<file path="config.mk">
export PLATFORM = sky130hd
export DESIGN_NAME = cpu_top
export DESIGN_NICKNAME = d
export VERILOG_FILES = /design/src/cpu_types_pkg.sv /design/src/isa_pkg.sv /design/src/alu.sv /design/src/cpu_top.sv /design/src/ctrl_fsm.sv /design/src/datapath.sv /design/src/opcode_decode.sv
export SDC_FILE = /design/constraint.sdc
export NUM_CORES = 1
export LEC_CHECK = 0
export BUFFER_PORTS_ARGS = -buffer_cell sky130_fd_sc_hd__buf_2
export CAP_MARGIN = 40
export CORE_ASPECT_RATIO = 0.6
export CORE_UTILIZATION = 42
export CTS_CLUSTER_DIAMETER = 200
export DETAILED_ROUTE_END_ITERATION = 10
export HOLD_SLACK_MARGIN = 0.1
export RECOVER_POWER = 100
export SLEW_MARGIN = 20
export SYNTH_ARGS = -nofsm -noshare
export SYNTH_HDL_FRONTEND = slang
export SYNTH_HIERARCHICAL = 1
export SYNTH_SLANG_ARGS = --single-unit
</file>
<file path="constraint.sdc">
create_clock -name CLK -period 9.7 [get_ports CLK]
set_clock_uncertainty 0.15 [all_clocks]
set_input_delay 0.97 -clock CLK [delete_from_list [all_inputs] [get_ports CLK]]
set_output_delay 0.97 -clock CLK [all_outputs]
set_load 0.05 [all_outputs]
</file>
<file path="src/cpu_types_pkg.sv">
package cpu_types_pkg;

    typedef logic [7:0]  data_t;    // one data byte
    typedef logic [15:0] addr_t;    // memory address

    // status flags, packed as n v z c
    typedef logic [3:0]  flags_t;

    // bit positions inside flags_t
    localparam int flag_n = 3;
    localparam int flag_v = 2;
    localparam int flag_z = 1;
    localparam int flag_c = 0;

    // low byte of the reset vector, high byte sits right above it
    localparam addr_t default_reset_vec = 16'hFFFC;

endpackage

</file>
<file path="src/isa_pkg.sv">
package isa_pkg;
    import cpu_types_pkg::*;

    //////////////////////////////////////////////////////////////////////
    // opcodes, standard 6502 encodings
    localparam data_t op_lda_imm = 8'hA9;
    localparam data_t op_lda_abs = 8'hAD;
    localparam data_t op_sta_abs = 8'h8D;
    localparam data_t op_adc_imm = 8'h69;
    localparam data_t op_adc_abs = 8'h6D;
    localparam data_t op_sbc_imm = 8'hE9;
    localparam data_t op_sbc_abs = 8'hED;
    localparam data_t op_and_imm = 8'h29;
    localparam data_t op_and_abs = 8'h2D;
    localparam data_t op_ora_imm = 8'h09;
    localparam data_t op_ora_abs = 8'h0D;
    localparam data_t op_eor_imm = 8'h49;
    localparam data_t op_eor_abs = 8'h4D;
    localparam data_t op_cmp_imm = 8'hC9;
    localparam data_t op_cmp_abs = 8'hCD;
    localparam data_t op_clc     = 8'h18;
    localparam data_t op_sec     = 8'h38;
    localparam data_t op_jmp_abs = 8'h4C;
    localparam data_t op_beq     = 8'hF0;
    localparam data_t op_bne     = 8'hD0;
    localparam data_t op_bcc     = 8'h90;
    localparam data_t op_bcs     = 8'hB0;
    localparam data_t op_nop     = 8'hEA;

    //////////////////////////////////////////////////////////////////////
    // control sequencer states
    typedef enum logic [3:0] {
        reset_0, reset_1, reset_2,
        fetch, decode,
        addr_abs, addr_abs1, addr_abs2,
        addr_immed, addr_rel, addr_none,
        exec, branch_take
    } ctrl_state_t;

    typedef enum logic [1:0] {none, immed, abs, rel} addr_mode_t;

    // what exec does, one per mnemonic
    typedef enum logic [3:0] {
        lda, sta, adc, sbc, and_op, ora, eor, cmp,
        clc, sec, jmp, beq, bne, bcc, bcs, nop
    } exec_op_t;

    typedef enum logic [2:0] {
        alu_pass_b, alu_add, alu_sub, alu_and, alu_or, alu_xor, alu_add_rel
    } alu_op_t;

    // memory address source
    typedef enum logic [2:0] {
        sel_pc, sel_mar, sel_mar_plus1, sel_mdr, sel_vector
    } addr_sel_t;

endpackage

</file>
<file path="src/alu.sv">
`timescale 1ns/1ns

module alu
    import cpu_types_pkg::*;
    import isa_pkg::*;
(
    input  data_t   a,
    input  data_t   b,
    input  logic    carry_in,
    input  alu_op_t op,
    output data_t   result,
    output logic    n,
    output logic    v,
    output logic    z,
    output logic    c,
    input  addr_t   pc,
    output addr_t   pc_next
);

    data_t      b_eff;
    logic [8:0] sum;

    // sbc is a + ~b + c, same adder as adc
    assign b_eff = (op == alu_sub) ? ~b : b;
    assign sum   = {1'b0, a} + {1'b0, b_eff} + {8'd0, carry_in};

    always_comb begin
        result = b;
        c      = carry_in;              // logic ops leave carry alone
        v      = 1'b0;
        case (op)
            alu_add, alu_sub: begin
                result = sum[7:0];
                c      = sum[8];        // for sub, set means no borrow
                v      = (a[7] == b_eff[7]) && (sum[7] != a[7]);
            end
            alu_and: result = a & b;
            alu_or:  result = a | b;
            alu_xor: result = a ^ b;
            default: result = b;        // pass_b and add_rel
        endcase
        n = result[7];
        z = (result == 8'h00);
    end

    // branch target
    assign pc_next = (op == alu_add_rel) ? pc + {{8{b[7]}}, b} : pc;

endmodule

</file>
<file path="src/cpu_top.sv">
`timescale 1ns/1ns

module cpu_top
    import cpu_types_pkg::*;
    import isa_pkg::*;
#(
    parameter addr_t reset_vec_addr = default_reset_vec
) (
    input  logic  CLK,
    input  logic  rst,
    input  data_t mem_rdata,
    output addr_t mem_addr,
    output data_t mem_wdata,
    output logic  mem_re,
    output logic  mem_we,
    output logic  sync
);

    addr_mode_t mode;
    exec_op_t   op;
    logic       illegal;
    flags_t     flags, alu_flags;
    addr_sel_t  addr_sel;
    alu_op_t    alu_op;
    logic       ld_mar, ld_mdr_lo, ld_mdr_hi, ld_a, ld_flags, ld_pc;
    logic       pc_inc, dec_load, alu_src_a, carry_set, carry_clr;
    data_t      a_reg, mdr_lo, alu_result;
    addr_t      pc, alu_pc;

    ctrl_fsm u_ctrl (
        .CLK(CLK), .rst(rst), .mode(mode), .op(op), .illegal(illegal), .flags(flags),
        .addr_sel(addr_sel), .mem_re(mem_re), .mem_we(mem_we), .sync(sync),
        .ld_mar(ld_mar), .ld_mdr_lo(ld_mdr_lo), .ld_mdr_hi(ld_mdr_hi), .ld_a(ld_a),
        .ld_flags(ld_flags), .ld_pc(ld_pc), .pc_inc(pc_inc), .dec_load(dec_load),
        .alu_op(alu_op), .alu_src_a(alu_src_a),
        .carry_set(carry_set), .carry_clr(carry_clr)
    );

    // opcode sits in mdr_lo after fetch
    opcode_decode u_dec (
        .CLK(CLK), .rst(rst), .load(dec_load), .opcode(mdr_lo),
        .mode(mode), .op(op), .illegal(illegal)
    );

    datapath #(.reset_vec_addr(reset_vec_addr)) u_dp (
        .CLK(CLK), .rst(rst), .addr_sel(addr_sel), .ld_mar(ld_mar),
        .ld_mdr_lo(ld_mdr_lo), .ld_mdr_hi(ld_mdr_hi), .ld_a(ld_a), .ld_flags(ld_flags),
        .ld_pc(ld_pc), .pc_inc(pc_inc), .alu_op(alu_op), .alu_src_a(alu_src_a),
        .carry_set(carry_set), .carry_clr(carry_clr), .alu_result(alu_result),
        .alu_flags(alu_flags), .alu_pc(alu_pc), .mem_rdata(mem_rdata),
        .mem_addr(mem_addr), .mem_wdata(mem_wdata), .a_reg(a_reg), .mdr_lo(mdr_lo),
        .pc(pc), .flags(flags)
    );

    alu u_alu (
        .a(a_reg), .b(mdr_lo), .carry_in(flags[flag_c]), .op(alu_op),
        .result(alu_result), .n(alu_flags[flag_n]), .v(alu_flags[flag_v]),
        .z(alu_flags[flag_z]), .c(alu_flags[flag_c]), .pc(pc), .pc_next(alu_pc)
    );

endmodule

</file>
<file path="src/ctrl_fsm.sv">
`timescale 1ns/1ns

module ctrl_fsm
    import cpu_types_pkg::*;
    import isa_pkg::*;
(
    input  logic       CLK,
    input  logic       rst,
    input  addr_mode_t mode,
    input  exec_op_t   op,
    input  logic       illegal,
    input  flags_t     flags,
    output addr_sel_t  addr_sel,
    output logic       mem_re,
    output logic       mem_we,
    output logic       sync,
    output logic       ld_mar,
    output logic       ld_mdr_lo,
    output logic       ld_mdr_hi,
    output logic       ld_a,
    output logic       ld_flags,
    output logic       ld_pc,
    output logic       pc_inc,
    output logic       dec_load,
    output alu_op_t    alu_op,
    output logic       alu_src_a,    // pc takes the branch adder, not mdr
    output logic       carry_set,
    output logic       carry_clr
);

    ctrl_state_t state_q, state_d;
    logic        re, we, sy;         // strobes before reset masking
    logic        reads_data;
    logic        take;

    always_ff @(posedge CLK) begin
        if (rst)
            state_q <= reset_0;
        else
            state_q <= state_d;
    end

    always_comb begin
        reads_data = !(op inside {sta, jmp});
        case (op)
            beq:     take = flags[flag_z];
            bne:     take = !flags[flag_z];
            bcc:     take = !flags[flag_c];
            bcs:     take = flags[flag_c];
            default: take = 1'b0;
        endcase
    end

    //////////////////////////////////////////////////////////////////////
    // next state and control outputs
    always_comb begin
        state_d   = fetch;
        addr_sel  = sel_pc;
        re        = 1'b0;
        we        = 1'b0;
        sy        = 1'b0;
        ld_mar    = 1'b0;
        ld_mdr_lo = 1'b0;
        ld_mdr_hi = 1'b0;
        ld_a      = 1'b0;
        ld_flags  = 1'b0;
        ld_pc     = 1'b0;
        pc_inc    = 1'b0;
        dec_load  = 1'b0;
        alu_op    = alu_pass_b;
        alu_src_a = 1'b0;
        carry_set = 1'b0;
        carry_clr = 1'b0;

        case (state_q)
            reset_0: begin                  // vector low byte
                addr_sel  = sel_vector;
                re        = 1'b1;
                ld_mdr_lo = 1'b1;
                state_d   = reset_1;
            end
            reset_1: begin                  // vector high byte
                addr_sel  = sel_vector;
                re        = 1'b1;
                ld_mdr_hi = 1'b1;
                state_d   = reset_2;
            end
            reset_2: begin
                ld_pc = 1'b1;               // pc <= mdr
            end
            fetch: begin
                re        = 1'b1;
                sy        = 1'b1;
                ld_mdr_lo = 1'b1;
                pc_inc    = 1'b1;
                state_d   = decode;
            end
            decode: begin
                dec_load = 1'b1;
                if (illegal)
                    state_d = addr_none;
                else begin
                    case (mode)
                        immed:   state_d = addr_immed;
                        abs:     state_d = addr_abs;
                        rel:     state_d = addr_rel;
                        default: state_d = exec;
                    endcase
                end
            end
            addr_none: state_d = fetch;     // undefined opcode, skip it
            addr_immed, addr_rel: begin
                re        = 1'b1;
                ld_mdr_lo = 1'b1;
                pc_inc    = 1'b1;
                // cmp has no borrow in, preset c before the subtract
                carry_set = (op == cmp);
                state_d   = exec;
            end
            addr_abs: begin
                re        = 1'b1;
                ld_mdr_lo = 1'b1;
                ld_mar    = 1'b1;           // mar holds operand address
                pc_inc    = 1'b1;
                state_d   = addr_abs1;
            end
            addr_abs1: begin
                addr_sel  = sel_mar_plus1;
                re        = 1'b1;
                ld_mdr_hi = 1'b1;
                pc_inc    = 1'b1;
                state_d   = addr_abs2;
            end
            addr_abs2: begin
                addr_sel = sel_mdr;
                if (op == jmp) begin
                    ld_pc   = 1'b1;
                    state_d = fetch;
                end else begin
                    ld_mar    = 1'b1;
                    re        = reads_data;
                    ld_mdr_lo = reads_data;
                    carry_set = (op == cmp);
                    state_d   = exec;
                end
            end
            exec: begin
                case (op)
                    lda: begin
                        ld_a     = 1'b1;
                        ld_flags = 1'b1;
                    end
                    sta: begin
                        addr_sel = sel_mar;
                        we       = 1'b1;
                    end
                    adc, sbc, and_op, ora, eor: begin
                        case (op)
                            adc:     alu_op = alu_add;
                            sbc:     alu_op = alu_sub;
                            and_op:  alu_op = alu_and;
                            ora:     alu_op = alu_or;
                            default: alu_op = alu_xor;
                        endcase
                        ld_a     = 1'b1;
                        ld_flags = 1'b1;
                    end
                    cmp: begin
                        alu_op   = alu_sub;
                        ld_flags = 1'b1;    // result dropped
                    end
                    clc: carry_clr = 1'b1;
                    sec: carry_set = 1'b1;
                    beq, bne, bcc, bcs: state_d = take ? branch_take : fetch;
                    default: state_d = fetch;
                endcase
            end
            branch_take: begin              // pc + signed offset
                alu_op    = alu_add_rel;
                alu_src_a = 1'b1;
                ld_pc     = 1'b1;
            end
            default: state_d = fetch;
        endcase
    end

    // bus strobes stay quiet while reset is held
    assign mem_re = re & ~rst;
    assign mem_we = we & ~rst;
    assign sync   = sy & ~rst;

endmodule

</file>
<file path="src/datapath.sv">
`timescale 1ns/1ns

module datapath
    import cpu_types_pkg::*;
    import isa_pkg::*;
#(
    parameter addr_t reset_vec_addr = default_reset_vec
) (
    input  logic      CLK,
    input  logic      rst,
    input  addr_sel_t addr_sel,
    input  logic      ld_mar,
    input  logic      ld_mdr_lo,
    input  logic      ld_mdr_hi,
    input  logic      ld_a,
    input  logic      ld_flags,
    input  logic      ld_pc,
    input  logic      pc_inc,
    input  alu_op_t   alu_op,
    input  logic      alu_src_a,
    input  logic      carry_set,
    input  logic      carry_clr,
    input  data_t     alu_result,
    input  flags_t    alu_flags,
    input  addr_t     alu_pc,
    input  data_t     mem_rdata,
    output addr_t     mem_addr,
    output data_t     mem_wdata,
    output data_t     a_reg,
    output data_t     mdr_lo,
    output addr_t     pc,
    output flags_t    flags
);

    addr_t  pc_q, mar_q;
    data_t  a_q, mdr_lo_q, mdr_hi_q;
    flags_t flags_q;
    addr_t  mdr_addr;
    logic   v_upd;

    assign mdr_addr = {mdr_hi_q, mdr_lo_q};
    // only adc and sbc touch v, cmp shares the subtract but loads no a
    assign v_upd = ld_a && (alu_op == alu_add || alu_op == alu_sub);

    //////////////////////////////////////////////////////////////////////
    // control registers
    always_ff @(posedge CLK) begin
        if (rst) begin
            pc_q    <= '0;
            a_q     <= '0;
            flags_q <= '0;
        end else begin
            if (ld_pc)
                pc_q <= alu_src_a ? alu_pc : mdr_addr;
            else if (pc_inc)
                pc_q <= pc_q + 16'd1;
            if (ld_a)
                a_q <= alu_result;
            if (ld_flags) begin
                flags_q[flag_n] <= alu_flags[flag_n];
                flags_q[flag_z] <= alu_flags[flag_z];
                flags_q[flag_c] <= alu_flags[flag_c];
                if (v_upd)
                    flags_q[flag_v] <= alu_flags[flag_v];
            end else if (carry_set)
                flags_q[flag_c] <= 1'b1;
            else if (carry_clr)
                flags_q[flag_c] <= 1'b0;
        end
    end

    // mar and mdr
    always_ff @(posedge CLK) begin
        if (ld_mar)
            mar_q <= mem_addr;
        if (ld_mdr_lo)
            mdr_lo_q <= mem_rdata;
        if (ld_mdr_hi)
            mdr_hi_q <= mem_rdata;
    end

    always_comb begin
        case (addr_sel)
            sel_mar:       mem_addr = mar_q;
            sel_mar_plus1: mem_addr = mar_q + 16'd1;
            sel_mdr:       mem_addr = mdr_addr;
            // high byte is read in the cycle that loads mdr_hi
            sel_vector:    mem_addr = reset_vec_addr + {15'd0, ld_mdr_hi};
            default:       mem_addr = pc_q;
        endcase
    end

    assign mem_wdata = a_q;             // sta stores a
    assign a_reg     = a_q;
    assign mdr_lo    = mdr_lo_q;
    assign pc        = pc_q;
    assign flags     = flags_q;

endmodule

</file>
<file path="src/opcode_decode.sv">
`timescale 1ns/1ns

module opcode_decode
    import cpu_types_pkg::*;
    import isa_pkg::*;
(
    input  logic       CLK,
    input  logic       rst,
    input  logic       load,       // high in the decode cycle
    input  data_t      opcode,     // opcode byte held in mdr
    output addr_mode_t mode,
    output exec_op_t   op,
    output logic       illegal
);

    addr_mode_t mode_d, mode_q;
    exec_op_t   op_d, op_q;
    logic       illegal_d, illegal_q;

    // address mode
    always_comb begin
        case (opcode)
            op_lda_imm, op_adc_imm, op_sbc_imm, op_and_imm,
            op_ora_imm, op_eor_imm, op_cmp_imm:              mode_d = immed;
            op_lda_abs, op_sta_abs, op_adc_abs, op_sbc_abs, op_and_abs,
            op_ora_abs, op_eor_abs, op_cmp_abs, op_jmp_abs:  mode_d = abs;
            op_beq, op_bne, op_bcc, op_bcs:                  mode_d = rel;
            default:                                         mode_d = none;
        endcase
    end

    // execute operation, unknown bytes fall out as nop
    always_comb begin
        illegal_d = 1'b0;
        case (opcode)
            op_lda_imm, op_lda_abs: op_d = lda;
            op_sta_abs:             op_d = sta;
            op_adc_imm, op_adc_abs: op_d = adc;
            op_sbc_imm, op_sbc_abs: op_d = sbc;
            op_and_imm, op_and_abs: op_d = and_op;
            op_ora_imm, op_ora_abs: op_d = ora;
            op_eor_imm, op_eor_abs: op_d = eor;
            op_cmp_imm, op_cmp_abs: op_d = cmp;
            op_clc:                 op_d = clc;
            op_sec:                 op_d = sec;
            op_jmp_abs:             op_d = jmp;
            op_beq:                 op_d = beq;
            op_bne:                 op_d = bne;
            op_bcc:                 op_d = bcc;
            op_bcs:                 op_d = bcs;
            op_nop:                 op_d = nop;
            default: begin
                op_d      = nop;
                illegal_d = 1'b1;
            end
        endcase
    end

    always_ff @(posedge CLK) begin
        if (rst) begin
            mode_q    <= none;
            op_q      <= nop;
            illegal_q <= 1'b0;
        end else if (load) begin
            mode_q    <= mode_d;
            op_q      <= op_d;
            illegal_q <= illegal_d;
        end
    end

    // decode result is visible already in the load cycle, so the
    // sequencer can pick the address state right out of decode
    assign mode    = load ? mode_d : mode_q;
    assign op      = load ? op_d : op_q;
    assign illegal = load ? illegal_d : illegal_q;

endmodule

</file>
==> results.sh <==
export IMPL_grt_pass1_vias=5512
export IMPL_slowest_stage="nor4b_1"
export IMPL_drv_slew=39
export IMPL_dieWidth_um=163
export IMPL_relSlewSlack=-0.0375
export IMPL_ctsResizeCount=0
export IMPL_maxCapViolations=1
export IMPL_grt_pass1_wl_um=30700
export IMPL_syn_area_um2=6490
export IMPL_dpl_cell_count=979
export IMPL_crit_family="simple AND/OR/NAND/NOR gates"
export IMPL_status="finished, violations left"
export IMPL_rsz0062_at_grt="false"
export IMPL_synth_nets=833
export IMPL_gp_congestion=0.936
export IMPL_seq_power_share=0.352
export IMPL_yosys_warnings=6
export IMPL_top_regs="u_dp/mar_q (16), u_dp/pc (16)"
export IMPL_startpoint_type="flip-flop"
export IMPL_fin_nets=847
export IMPL_drtPass1Iterations=6
export IMPL_antenna_cells=0
export IMPL_io_pins=37
export IMPL_cts_made_buffers=9
export IMPL_setup_viol=0
export IMPL_wl_per_cell_um=19.2
export IMPL_pwr_share_clk=0.283
export IMPL_route_antenna_remaining_nets=0
export IMPL_wl_um=19100
export IMPL_drive_gt1_frac=0.0701
export IMPL_peakVddDrop_v=0.000115
export IMPL_worst_slew_pin_slew_ns=1.56
export IMPL_required_ns=8.58
export IMPL_cts_tree="done"
export IMPL_hold_buffers=0
export IMPL_synth_cells=780
export IMPL_arrival_ns=6.07
export IMPL_antenna_found_initial=0
export IMPL_finalCritPeriodShare=0.741
export IMPL_start_util=0.439
export IMPL_dieArea_um2=16000
export IMPL_coreArea_um2=14800
export IMPL_fmax_mhz=139
export IMPL_path_max_fanout=20
export IMPL_setup_tns_ns=0
export IMPL_comb_power_share=0.364
export IMPL_cpPeakStageDelay_ns=0.90
export IMPL_dr_first_iter_drc_count=728
export IMPL_std_cell_rows=34
export IMPL_syn2layout_area_growth_pct=7.38
export IMPL_leakage_uw=0.00251
export IMPL_switching_share=0.422
export IMPL_die_h_um=98.3
export IMPL_vias=6088
export IMPL_cts_sinks=69
export IMPL_crit_chain="nor4b_1 > o21ai_2 > o21a_1 > o32a_1 > nor2_1 > a31oi_1 > nor2_1 > clkbuf_1 > nor2_1 > xnor2_1 > clkbuf_1 > nor2_1 > a211oi_1 > clkbuf_1"
export IMPL_cp_num_buf_inv=3
export IMPL_io_buffers=36
export IMPL_cts_setup_buffers=0
export IMPL_layout_min_cycle_time_ns=7.19
export IMPL_grt_overflow=0
export IMPL_via_per_inst=6.11
export IMPL_worstSetupPathType="flip-flop to primary output"
export IMPL_p_sw_uw=500
export IMPL_cts_root_buf="clkbuf_16"
export IMPL_clockBufferDepth=2
export IMPL_p_per_area_nw_per_um2=170
export IMPL_hold_violations=0
export IMPL_insertion_delay_ns=0.34
export IMPL_grt_max_degree=39
export IMPL_dp_hpwl_um=14000
export IMPL_critPathMostFrequentCell="nor2_1"
export IMPL_drcViolationCount=0
export IMPL_track_usage=0.246
export IMPL_hold_path_class="flip-flop to flip-flop"
export IMPL_violations="capacitance limit, slew limit"
export IMPL_path_clk_slew_ns=0.06
export IMPL_synth_area_per_cell_um2=8.32
export IMPL_final_cells=997
export IMPL_end_kind="primary output"
export IMPL_cts_max_level=3
export IMPL_p_int_uw=687
==> metrics by stage <==
step	setup WS (ns)	util	hold slack, ns	cell area (um^2)	total power, uW
CTS	3.65	0.475	0.376	7030	1190
finish	2.51	0.471	0.373	6970	1190
detailed placement	3.77	0.455	0.368	6740	852
floorplan	4.16	-	0.325	6490	733
global placement	3.70	0.452	0.357	6690	839
global route	1.94	0.471	0.408	6970	1250
==> final timing paths <==
kind	slack, ns	from	to	cells after the start
setup / recovery	2.51	u_dp/mdr_lo[0]$_DFFE_PP_	mem_addr[3]	14
hold reg to reg	0.37	u_dp/flags[0]$_SDFFE_PP0P_	u_dp/flags[0]$_SDFFE_PP0P_	2
hold / removal	0.37	u_dp/flags[0]$_SDFFE_PP0P_	u_dp/flags[0]$_SDFFE_PP0P_	2
setup reg to reg	2.90	u_dp/mdr_lo[0]$_DFFE_PP_	u_dp/flags[1]$_SDFFE_PP0P_	21
==> layout make-up <==
type	count	area (um^2)
fill	1462	7830
multi-input combinational	623	4310
sequential	69	1700
timing repair buffer	55	282
tap	198	248
clock buffer	10	229
inverter	36	135
clock inverter	6	65.1
==> power by group through the flow <==
stage	clock network [uW]	registers, uW	logic, uW
after floorplan	0	383	350
after global placement	0	423	415
after detailed placement	0	422	430
after CTS	344	416	433
after global routing	355	422	475
final	336	418	432
==> metal layers <==
| layer | GRT usage | share of wire |
|---|---|---|
| met3 | 0.0476 | 0.085 |
| met1 | 0.392 | 0.52 |
| met5 | 0 | 0 |
| met4 | 0.0617 | 0.014 |
| met2 | 0.328 | 0.38 |
==> tightest hold or removal path, stage by stage (launching register included) <==
cell      delay [ns]
dfxtp_1         0.33
nand2b_1        0.07
a221oi_1        0.06
==> placed cells by master, fill, tap and decap left out, types with 8 or more instances in the layout <==
cell type  count
inv_1         36
clkbuf_16      9
nor3_1        22
nor2_1        71
nor3b_1       12
a222oi_1       8
a211oi_1      12
a21oi_1       51
nand3_1       13
a31oi_1        9
xor2_1        18
o21a_1        19
nor4_1        12
xnor2_1       25
a21o_1        15
nor2b_1       16
clkbuf_1      44
nand2_1       64
dfxtp_1       37
ha_1          40
mux2i_1       32
o21ai_0       38
nand4_1       11
edfxtp_1      32
(Power assumes the default switching activity.)
